**config.mk**
```make
export PLATFORM = sky130hd
export DESIGN_NAME = cache_fill_top
export DESIGN_NICKNAME = d
export VERILOG_FILES = /design/src/design/cache_cfg_pkg.sv /design/src/design/fill_types_pkg.sv /design/src/design/fill_arbiter.sv /design/src/design/fill_fifo.sv /design/src/design/fill_cfg_regs.sv /design/src/design/cache_fill_top.sv
export SDC_FILE = /design/constraint.sdc
export NUM_CORES = 1
export LEC_CHECK = 0
export BUFFER_PORTS_ARGS = -buffer_cell sky130_fd_sc_hd__buf_2
export CAP_MARGIN = 30
export CORE_MARGIN = 3
export CORE_UTILIZATION = 41
export DETAILED_ROUTE_END_ITERATION = 10
export GPL_TIMING_DRIVEN = 0
export SYNTH_ARGS = -nofsm -noshare
export SYNTH_HDL_FRONTEND = slang
export SYNTH_SLANG_ARGS = --single-unit
```
**constraint.sdc**
```tcl
create_clock -name clk -period 15.7 [get_ports clk]
set_input_delay 0 -clock clk [delete_from_list [all_inputs] [get_ports clk]]
set_output_delay 0 -clock clk [all_outputs]
set_load 0.005 [all_outputs]
```
**src/design/cache_cfg_pkg.sv**
```systemverilog
`default_nettype none

package cache_cfg_pkg;

	// Line address width in bits
	localparam int ADDR_W = 32;

	// Width of one fill beat
	localparam int LINE_W = 64;

	localparam int FIFO_DEPTH = 8;  // Entries in the fill FIFO
	localparam int LEVEL_W    = 4;  // Holds every level from 0 up to FIFO_DEPTH

	// Almost-full point after reset, leaving two slots of slack
	localparam int AFULL_DEFAULT = FIFO_DEPTH - 2;

	// Configuration register map
	localparam logic REG_THRESH = 1'b0;  // Almost-full threshold, read and write
	localparam logic REG_LEVEL  = 1'b1;  // Live FIFO level, read only

endpackage

`default_nettype wire

```
**src/design/fill_types_pkg.sv**
```systemverilog
`default_nettype none

package fill_types_pkg;

	import cache_cfg_pkg::*;

	typedef logic [ADDR_W-1:0]  fill_addr_t;
	typedef logic [LINE_W-1:0]  fill_line_t;
	typedef logic [LEVEL_W-1:0] fifo_level_t;  // Shared by the level and the threshold

	// One fill as it travels from a source to the data array
	typedef struct packed {
		fill_addr_t addr;
		fill_line_t data;
	} fill_entry_t;

	// Single-cycle request on the configuration port
	typedef struct packed {
		logic        wr_en;
		logic        rd_en;
		logic        addr;   // Selects REG_THRESH or REG_LEVEL
		fifo_level_t wdata;
	} cfg_req_t;

	typedef enum logic {
		ARB_IDLE = 1'b0,  // Free to accept a new fill
		ARB_HOLD = 1'b1   // Holding an accepted fill for the FIFO
	} arb_state_e;

endpackage

`default_nettype wire

```
**src/design/fill_arbiter.sv**
```systemverilog
`timescale 1ns/10ps
`default_nettype none

module fill_arbiter (
	input  wire logic                        clk,
	input  wire logic                        rst_n,

	input  wire logic                        fill_valid_i,
	input  wire fill_types_pkg::fill_entry_t fill_entry_i,
	output logic                             fill_ready_o,

	input  wire logic                        rmiss_valid_i,
	input  wire fill_types_pkg::fill_entry_t rmiss_entry_i,
	output logic                             rmiss_ready_o,

	input  wire logic                        fifo_afull_i,
	output logic                             fifo_wr_o,
	output fill_types_pkg::fill_entry_t      fifo_wdata_o
);

	import fill_types_pkg::*;

	arb_state_e  state_q;
	arb_state_e  state_d;
	logic        prio_rmiss_q;  // Set when the miss handler wins the next tie
	fill_entry_t entry_q;
	logic        grant_fill;
	logic        grant_rmiss;
	logic        accept;

	// A grant is the ready itself, so the transfer happens in this cycle
	always_comb begin
		grant_fill  = 1'b0;
		grant_rmiss = 1'b0;
		if (state_q == ARB_IDLE && !fifo_afull_i) begin
			grant_fill  = fill_valid_i && (!rmiss_valid_i || !prio_rmiss_q);
			grant_rmiss = rmiss_valid_i && (!fill_valid_i || prio_rmiss_q);
		end
	end

	assign accept        = grant_fill || grant_rmiss;
	assign fill_ready_o  = grant_fill;
	assign rmiss_ready_o = grant_rmiss;

	assign fifo_wr_o    = (state_q == ARB_HOLD) && !fifo_afull_i;  // Waits out back-pressure
	assign fifo_wdata_o = entry_q;

	always_comb begin
		state_d = state_q;
		case (state_q)
			ARB_IDLE: begin
				if (accept) begin
					state_d = ARB_HOLD;
				end
			end
			ARB_HOLD: begin
				if (!fifo_afull_i) begin
					state_d = ARB_IDLE;
				end
			end
			default: begin
				state_d = ARB_IDLE;
			end
		endcase
	end

	always_ff @(posedge clk) begin
		if (!rst_n) begin
			state_q      <= ARB_IDLE;
			prio_rmiss_q <= 1'b0;  // Fill source goes first out of reset
		end else begin
			state_q <= state_d;
			if (accept) begin
				prio_rmiss_q <= grant_fill;  // The loser of this round wins the next tie
			end
		end
	end

	always_ff @(posedge clk) begin
		if (grant_fill) begin
			entry_q <= fill_entry_i;
		end else if (grant_rmiss) begin
			entry_q <= rmiss_entry_i;
		end
	end

	a_one_ready: assert property (@(posedge clk) disable iff (!rst_n)
		!(fill_ready_o && rmiss_ready_o));

	// A source keeps its offer up and unchanged until the arbiter takes it
	a_fill_held: assert property (@(posedge clk) disable iff (!rst_n)
		fill_valid_i && !fill_ready_o |=> fill_valid_i && $stable(fill_entry_i));

	a_rmiss_held: assert property (@(posedge clk) disable iff (!rst_n)
		rmiss_valid_i && !rmiss_ready_o |=> rmiss_valid_i && $stable(rmiss_entry_i));

endmodule

`default_nettype wire

```
**src/design/fill_fifo.sv**
```systemverilog
`timescale 1ns/10ps
`default_nettype none

module fill_fifo (
	input  wire logic                        clk,
	input  wire logic                        rst_n,

	input  wire logic                        wr_i,
	input  wire fill_types_pkg::fill_entry_t wdata_i,

	input  wire logic                        pop_i,
	output logic                             valid_o,
	output fill_types_pkg::fill_entry_t      head_o,

	input  wire fill_types_pkg::fifo_level_t afull_thresh_i,
	output fill_types_pkg::fifo_level_t      level_o,
	output logic                             afull_o
);

	import cache_cfg_pkg::*;
	import fill_types_pkg::*;

	fill_entry_t                   mem_q [FIFO_DEPTH];
	logic [$clog2(FIFO_DEPTH)-1:0] wr_ptr_q;
	logic [$clog2(FIFO_DEPTH)-1:0] rd_ptr_q;
	fifo_level_t                   level_q;
	logic                          do_pop;

	assign valid_o = (level_q != '0);
	assign do_pop  = pop_i && valid_o;  // A pop on an empty FIFO does nothing
	assign head_o  = mem_q[rd_ptr_q];   // Head shows without a read request
	assign level_o = level_q;
	assign afull_o = (level_q >= afull_thresh_i);

	always_ff @(posedge clk) begin
		if (wr_i) begin
			mem_q[wr_ptr_q] <= wdata_i;
		end
	end

	// Pointers wrap on their own since the depth is a power of two
	always_ff @(posedge clk) begin
		if (!rst_n) begin
			wr_ptr_q <= '0;
			rd_ptr_q <= '0;
		end else begin
			if (wr_i) begin
				wr_ptr_q <= wr_ptr_q + 1'b1;
			end
			if (do_pop) begin
				rd_ptr_q <= rd_ptr_q + 1'b1;
			end
		end
	end

	always_ff @(posedge clk) begin
		if (!rst_n) begin
			level_q <= '0;
		end else begin
			case ({wr_i, do_pop})
				2'b10: begin
					level_q <= level_q + 1'b1;
				end
				2'b01: begin
					level_q <= level_q - 1'b1;
				end
				default: begin
					level_q <= level_q;  // Idle, or a write and a pop together
				end
			endcase
		end
	end

	// The arbiter only writes below the threshold, which never exceeds the depth
	a_no_overflow: assert property (@(posedge clk) disable iff (!rst_n)
		wr_i |-> (level_q < fifo_level_t'(FIFO_DEPTH)));

	a_no_underflow: assert property (@(posedge clk) disable iff (!rst_n)
		pop_i |-> valid_o);

endmodule

`default_nettype wire

```
**src/design/fill_cfg_regs.sv**
```systemverilog
`timescale 1ns/10ps
`default_nettype none

module fill_cfg_regs (
	input  wire logic                        clk,
	input  wire logic                        rst_n,

	input  wire fill_types_pkg::cfg_req_t    cfg_req_i,
	input  wire fill_types_pkg::fifo_level_t level_i,

	output fill_types_pkg::fifo_level_t      afull_thresh_o,
	output fill_types_pkg::fifo_level_t      cfg_rdata_o
);

	import cache_cfg_pkg::*;
	import fill_types_pkg::*;

	fifo_level_t thresh_q;
	fifo_level_t thresh_clamped;
	fifo_level_t rdata_q;

	// A zero threshold would stall the arbiter for good
	always_comb begin
		thresh_clamped = cfg_req_i.wdata;
		if (cfg_req_i.wdata == '0) begin
			thresh_clamped = fifo_level_t'(1);
		end else if (cfg_req_i.wdata > fifo_level_t'(FIFO_DEPTH)) begin
			thresh_clamped = fifo_level_t'(FIFO_DEPTH);
		end
	end

	always_ff @(posedge clk) begin
		if (!rst_n) begin
			thresh_q <= fifo_level_t'(AFULL_DEFAULT);
		end else if (cfg_req_i.wr_en && cfg_req_i.addr == REG_THRESH) begin
			thresh_q <= thresh_clamped;  // Writes to REG_LEVEL are dropped
		end
	end

	always_ff @(posedge clk) begin
		if (cfg_req_i.rd_en) begin
			if (cfg_req_i.addr == REG_THRESH) begin
				rdata_q <= thresh_q;
			end else begin
				rdata_q <= level_i;
			end
		end
	end

	assign afull_thresh_o = thresh_q;
	assign cfg_rdata_o    = rdata_q;  // Held until the next read

endmodule

`default_nettype wire

```
**src/design/cache_fill_top.sv**
```systemverilog
`timescale 1ns/10ps
`default_nettype none

module cache_fill_top (
	input  wire logic                        clk,
	input  wire logic                        rst_n,

	input  wire logic                        fill_valid_i,
	input  wire fill_types_pkg::fill_entry_t fill_entry_i,
	output logic                             fill_ready_o,

	input  wire logic                        rmiss_valid_i,
	input  wire fill_types_pkg::fill_entry_t rmiss_entry_i,
	output logic                             rmiss_ready_o,

	output logic                             array_valid_o,
	output fill_types_pkg::fill_entry_t      array_entry_o,
	input  wire logic                        array_pop_i,

	input  wire fill_types_pkg::cfg_req_t    cfg_req_i,
	output fill_types_pkg::fifo_level_t      cfg_rdata_o
);

	import fill_types_pkg::*;

	logic        fifo_wr;
	fill_entry_t fifo_wdata;
	logic        fifo_afull;
	fifo_level_t afull_thresh;
	fifo_level_t fifo_level;

	fill_arbiter u_arbiter (
		.clk           (clk),
		.rst_n         (rst_n),
		.fill_valid_i  (fill_valid_i),
		.fill_entry_i  (fill_entry_i),
		.fill_ready_o  (fill_ready_o),
		.rmiss_valid_i (rmiss_valid_i),
		.rmiss_entry_i (rmiss_entry_i),
		.rmiss_ready_o (rmiss_ready_o),
		.fifo_afull_i  (fifo_afull),
		.fifo_wr_o     (fifo_wr),
		.fifo_wdata_o  (fifo_wdata)
	);

	fill_fifo u_fifo (
		.clk            (clk),
		.rst_n          (rst_n),
		.wr_i           (fifo_wr),
		.wdata_i        (fifo_wdata),
		.pop_i          (array_pop_i),
		.valid_o        (array_valid_o),
		.head_o         (array_entry_o),
		.afull_thresh_i (afull_thresh),
		.level_o        (fifo_level),
		.afull_o        (fifo_afull)
	);

	fill_cfg_regs u_cfg_regs (
		.clk            (clk),
		.rst_n          (rst_n),
		.cfg_req_i      (cfg_req_i),
		.level_i        (fifo_level),
		.afull_thresh_o (afull_thresh),
		.cfg_rdata_o    (cfg_rdata_o)
	);

endmodule

`default_nettype wire

```
==> flow_summary.ini, run 1 <==
[die]
rows = 105
die_area_um2 = 86920
ios = 307
core_region_area_um2 = 82370
die_y_um = 294.8
fp.dieW_um = 294.8
start_util = 0.4152

[clock_network]
cts_tree = yes
cts_setup_buffers = 0
numClockSinks = 887
clockBufferDepth = 3
cts_resized = 0
h-tree-depth = 3
cts_made_buffers = 95
hold_buffers = 206
worstSkewPairLatency_ps = 620
cts_root_buf = clkbuf_16
clk_pin_slew_ps = 60

[synth]
synth_top_area_cell = edfxtp_1
synthArstFlopShare = 0
synth.distinct_cells = 42
ys_top_cells_by_count = 868 x edfxtp_1, 192 x mux4_2, 164 x mux2_2
synth_seq_cells = 887
synth_area_per_cell_um2 = 23.51
synth_top_area_frac = 0.7621
synth-edff-count = 868
synth.most_common_cell = edfxtp_1
yosys_warnings = 0
ys_seq_area_frac = 0.7732
synth_top_flop_cell = edfxtp_1
synthCells = 1455
ys_top_cells_by_area = edfxtp_1 76%, mux4_2 13%, mux2_2 5.4%, dfxtp_1 1.1%, mux2_4 0.79%
syn_area_um2 = 34200
synth.net_count = 1668

[power]
ir_worst_vdd_mv = 0.1070
p_leak_nw = 14.82
cellPowerDensity_nw_per_um2 = 171.1
power_mw = 7.482

[sta]
setup_slack_ps = 11990
post-route-period-util = 0.2366
clock_skew_ps = 23.88
slew_headroom = 0.3314
worstMarginPinSlew_ps = 1003
hold_violations = 0
rsz0062_at_grt = false
setup_viol = 0
fmax_mhz = 269.3
period_minus_slack_ps = 3714
slew_violations = 0

[place]
io_buffer_count = 306
place_hpwl_mm = 52.25
place_inst = 2949
postPlaceCellArea_um2 = 38450
gp_congestion = 0.7313
dp_slack_ps = 12010

[grt]
grt_pass1_vias = 18607
grt_max_degree = 15
grt.total_usage = 0.1794
grt_overflow = 0
antenna_found_initial = 2
grt_pass1_wl_mm = 115.2

[setup_path]
crit_slowest_cell = o21ai_2
cp.required_ps = 16060
path_cells = inv_1 > ha_1 > nand2b_1 > a21oi_1 > o21ai_2 > buf_6 > buf_6 > mux2_1 > dlygate4sd3_1
start_kind = flip-flop
critical_path_class = reg2reg
critPathArrivalTime_ps = 4070
cp_max_fo = 10
end_kind = flip-flop
max_stage_delay_ps = 790
crit_top_cell = buf_6

[cells_and_area]
final_cells = 3328
layout-drive-gt1-share = 0.4355
design_area_um2 = 43740
layout.nets = 2395
area_delta_synth_final_pct = 27.88
utilization = 0.5310

[route]
vias_per_cell = 5.182
wl_mm = 77.86
drtIter0Drc = 1058
dr_total_vias = 17245
remaining_drc_errors = 0
wl_per_cell_um = 23.40
drt_first_pass_iters = 5
antenna_left = 0

[min_path]
hold_class = in2reg

[run]
maxCapViolCount = 0

[run_status]
status = complete, no violations
==> cell families (layout without fill, tap and decap cells) <==
logic type,count (synthesis),in the layout,synth area share
flops,887,887,0.7732
mux,392,392,0.1940
buf+inv,78,880,0.01419
simple gates,60,60,0.009438
compound gates,24,24,0.004610
fa+ha+maj,9,9,0.003292
xor+xnor,5,5,0.001281
other cells,0,1,0
==> worst max-delay path, delay by kind of cell (launching register included) <==
| family | cells | cell delay (ps) |
|---|---|---|
| flops | 1 | 440 |
| mux | 1 | 370 |
| compound gates | 2 | 930 |
| fa+ha+maj | 1 | 270 |
| simple gates | 1 | 120 |
| buf+inv | 4 | 1290 |
==> sequential cells by signal (all words and copies together) (netlist names), named ones only <==
register	cells
u_fifo.wr_ptr_q	3
u_fifo.level_o	4
u_arbiter.prio_rmiss_q	1
u_cfg_regs.cfg_rdata_o	4
u_arbiter.fifo_wdata_o	96
u_fifo.mem_q	768
u_fifo.rd_ptr_q	3
u_arbiter.state_q	1
u_cfg_regs.afull_thresh_o	4
==> final cells by class <==
type | instances | area (um2)
Clock inverter | 57 | 673.1
Tap cell | 1070 | 1339
Antenna cell | 1 | 2.502
Timing Repair Buffer | 630 | 4930
Clock buffer | 115 | 2546
Multi-Input combinational cell | 490 | 7317
Buffer | 69 | 451.7
Fill cell | 6371 | 38630
Sequential cell | 887 | 26450
Inverter | 9 | 33.78
==> metrics by stage <==
stage / setup TNS, ps / hold slack (ps)
global placement: -783530 / 251.0
global route: 0 / 171.0
floorplan: 0 / 112.5
CTS: 0 / 113.9
detailed placement: 0 / 267.7
finish: 0 / 181.6
==> power by group <==
part	total [mW]	switching (mW)	internal, mW
sequential	3.42	0.239	3.19
clock	2.28	0.882	1.40
combinational	1.78	0.838	0.940
total	7.48	1.96	5.52
==> cell usage in the layout (no fill, tap or decap), types with 4 or more instances in the layout <==
cell / netlist / final
mux2_1: 11 / 11
mux2i_1: 7 / 7
dfxtp_1: 19 / 19
o21ai_0: 6 / 6
and2_1: 4 / 4
clkbuf_1: 20 / 34
bufinv_16: 0 / 15
clkbuf_16: 0 / 98
nand2b_1: 5 / 5
buf_6: 24 / 130
inv_1: 9 / 9
buf_4: 0 / 5
ha_1: 9 / 9
buf_1: 15 / 15
nand3_1: 5 / 5
clkinvlp_4: 0 / 4
mux4_2: 192 / 192
nand3b_1: 4 / 4
clkinv_2: 0 / 10
edfxtp_1: 868 / 868
nor3_2: 0 / 9
nor2_1: 6 / 6
mux2_2: 164 / 164
clkinv_1: 0 / 22
nand2_1: 18 / 18
dlygate4sd3_1: 0 / 206
buf_8: 0 / 7
buf_2: 10 / 316
mux2_4: 18 / 18
==> layer usage <==
layer	GRT usage	routed length, um	vias to the layer above
met2	0.3058	39190	519
met5	0	0	-
met3	0.03165	4494	95
li1	-	-	7592
met4	0.04333	1378	0
met1	0.2415	32800	9039
==> final timing paths <==
kind	slack, ps	start	depth (start not counted)	endpoint
worst max-delay path	11990	u_fifo.level_o[0]	9	u_arbiter.fifo_wdata_o[85]
worst min-delay path	180	cfg_req_i[5]	2	u_cfg_regs.cfg_rdata_o[2]
worst max register to register	11990	u_fifo.level_o[0]	9	u_arbiter.fifo_wdata_o[85]
worst min register to register	500	u_cfg_regs.afull_thresh_o[0]	2	u_cfg_regs.afull_thresh_o[0]
Note: power is estimated with default switching activity, not from simulation.
==> inputs of run 2 (changes only) <==
--- a/config.mk
+++ b/config.mk
@@ -5,6 +5,7 @@
 export SDC_FILE = /design/constraint.sdc
 export NUM_CORES = 1
 export LEC_CHECK = 0
+export ABC_AREA = 1
 export BUFFER_PORTS_ARGS = -buffer_cell sky130_fd_sc_hd__buf_2
 export CAP_MARGIN = 30
 export CORE_MARGIN = 3
==> constraint.sdc (replaced) <==
create_clock -name clk -period 3.2 [get_ports clk]
set_input_delay 0 -clock clk [delete_from_list [all_inputs] [get_ports clk]]
set_output_delay 0 -clock clk [all_outputs]
set_load 0.005 [all_outputs]
==> run 2 against run 1 <==
Die area grew 1.5%. Final cell count grew 38%. Design area is essentially flat. Core utilization shrank 0.93 points. Via count grew 37%. Sequential power grew to 4.9 times the previous value. Critical path type is now reg2out. Largest power group unchanged.
==> flow_summary.ini, run 2 <==
[route]
dr_total_vias = 23596
remaining_drc_errors = 0
drtIter0Drc = 2024
antenna_left = 0
wl_per_cell_um = 20.98
drt_first_pass_iters = 5
vias_per_cell = 5.121
wl_mm = 96.66

[sta]
slew_violations = 0
worstMarginPinSlew_ps = 798.6
fin_tns_setup_ps = 0
hold_violations = 0
rsz0062_at_grt = false
period_minus_slack_ps = 3128
slew_headroom = 0.4670
clock_skew_ps = 24.84
post-route-period-util = 0.9774
setup_viol = 0
fmax_mhz = 319.7
setup_slack_ps = 72.29

[cells_and_area]
final_common_cell = edfxtp_1
diodes = 0
layout-drive-gt1-share = 0.1684
largest-register = u_fifo.mem_q
utilization = 0.5217
largest_register_ffs = 768
layout_common_cells = 868 x edfxtp_1, 686 x nor2_1, 331 x buf_2, 323 x nand2_1, 220 x o21ai_0
design_area_um2 = 43730
layout.nets = 3610
area_delta_synth_final_pct = 25.93

[synth]
synth-edff-count = 868
syn_area_um2 = 34720
synth.net_count = 2944
ys_top_cells_by_area = edfxtp_1 75%, nor2_1 7.5%, nand2_1 3.5%, o21ai_0 3.2%, o21ai_1 2.5%
synth-xor-area-share = 0.0002522
muxShareOfSynthArea = 0
synth_top_area_frac = 0.7506
synthAdderAreaFrac = 0.003243
synth_area_per_cell_um2 = 12.71
synth_top_family_by_area = simple AND/OR/NAND/NOR gates
synthArstFlopShare = 0
synth_top_area_cell = edfxtp_1
synthCells = 2731
synth.most_common_cell = edfxtp_1
synth_seq_cells = 887
synth.distinct_cells = 26
ys_seq_area_frac = 0.7616
ys_top_cells_by_count = 868 x edfxtp_1, 694 x nor2_1, 324 x nand2_1
yosys_warnings = 0
synth_compound_area_frac = 0.09452
synth_top_flop_cell = edfxtp_1
synthSimpleGateAreaFrac = 0.1121

[grt]
antenna_found_initial = 0
grt_max_degree = 56
grt_pass1_wl_mm = 142.8
grt_pass1_vias = 23294
grt_overflow = 0
grt.total_usage = 0.2136

[power]
ir_worst_vdd_mv = 0.6614
p_leak_nw = 15.73
cellPowerDensity_nw_per_um2 = 843.9
power_mw = 36.90

[die]
core_region_area_um2 = 83820
start_util = 0.4143
die_y_um = 297.0
fp.dieW_um = 297.0
rows = 106
die_area_um2 = 88220
ios = 307

[setup_path]
start_kind = flip-flop
cp_max_fo = 10
cp.required_ps = 3200
end_kind = primary output
critPathArrivalTime_ps = 3130
critical_path_class = reg2out

[run_status]
status = complete, no violations

[place]
io_buffer_count = 306
postPlaceCellArea_um2 = 38480
place_hpwl_mm = 61.72
gp_congestion = 0.7744
dp_slack_ps = -105.2

[clock_network]
numClockSinks = 887
h-tree-depth = 3
cts_root_buf = clkbuf_16
clk_pin_slew_ps = 60
cts_tree = yes
clockBufferDepth = 3
cts_made_buffers = 94
worstSkewPairLatency_ps = 640

[min_path]
hold_class = in2reg

[run]
maxCapViolCount = 0
## run 2: cell count changes after synthesis, sizes merged, moves of 5 or more
cell,before,now
mux2i,7,0
nand2,18,325
o21ai,8,396
o22ai,1,96
mux4,192,0
a21oi,4,13
clkbuf,20,91
buf,49,77
inv,9,30
mux2,193,0
nand2b,5,0
nor3,9,0
nor2,6,694
a31oi,2,96
## run 2: worst paths after layout
check	start	end	slack (ps)	depth (start not counted)
setup / recovery	flip-flop	array_entry_o[92]	70	9
hold / removal	rmiss_entry_i[38]	u_arbiter.fifo_wdata_o[38]	170	4
setup reg to reg	u_fifo.level_o[1]	u_arbiter.fifo_wdata_o[4]	230	12
hold reg to reg	u_fifo.rd_ptr_q[2]	u_fifo.rd_ptr_q[2]	460	2
## run 2: worst max-delay path, cell delays in order (launching register included)
cell,delay (ps)
dfxtp_1,470
inv_2,230
buf_6,260
buf_6,240
buf_2,300
o21ai_1,110
o22ai_1,130
nor2_1,60
a31oi_1,460
buf_2,220
## run 2: per-stage QoR
| step | hold slack [ps] | instances |
|---|---|---|
| after floorplan | 112.5 | 2731 |
| after global placement | 228.7 | 4171 |
| after detailed placement | 237.2 | 4206 |
| after CTS | 124.3 | 4598 |
| after global routing | 157.2 | 4608 |
| final | 165.9 | 4608 |
## run 2: cell type report
cell class | instances | area, um2
clock inverter | 54 | 429.2
clock buffer | 119 | 2499
fill | 7179 | 40090
buffer | 168 | 884.6
timing repair buffer | 568 | 4537
sequential | 887 | 26450
inverter | 30 | 120.1
multi-input combinational | 1648 | 7393
tap | 1134 | 1419
## run 2: cells by family (layout without fill, tap and decap cells)
| group | Yosys count | in the layout |
|---|---|---|
| buffers and inverters | 198 | 939 |
| AOI/OAI and AO/OA | 605 | 605 |
| xor gates and xnor gates | 1 | 1 |
| adders and majority gates | 9 | 9 |
| and+or+nand+nor | 1031 | 1033 |
| DFF | 887 | 887 |
## run 2: timing repair
action | 4_1_cts | 5_1_grt
buffers inserted | 6 | 9
cloned | 2 | 0
hold buffers | 211 | 0
hold endpoints to repair | 123 | 0
setup endpoints to repair | 90 | 193
gates resized for setup | 8 | 10
pin swaps | 3 | 4
## run 2: where the power goes
part           total [mW]  internal, mW  switching, mW
clock                10.4          6.00           4.37
combinational        9.71          3.42           6.30
sequential           16.8          15.5           1.31
## run 2: metal layers
layer	vias to the layer above	wire [um]	GRT usage	part of all wire
li1	11171	-	-	-
met1	11468	40940	0.2841	0.42
met2	837	47740	0.3689	0.49
met3	120	5996	0.03014	0.062
met5	-	0	0	0
met4	0	1991	0.05776	0.021
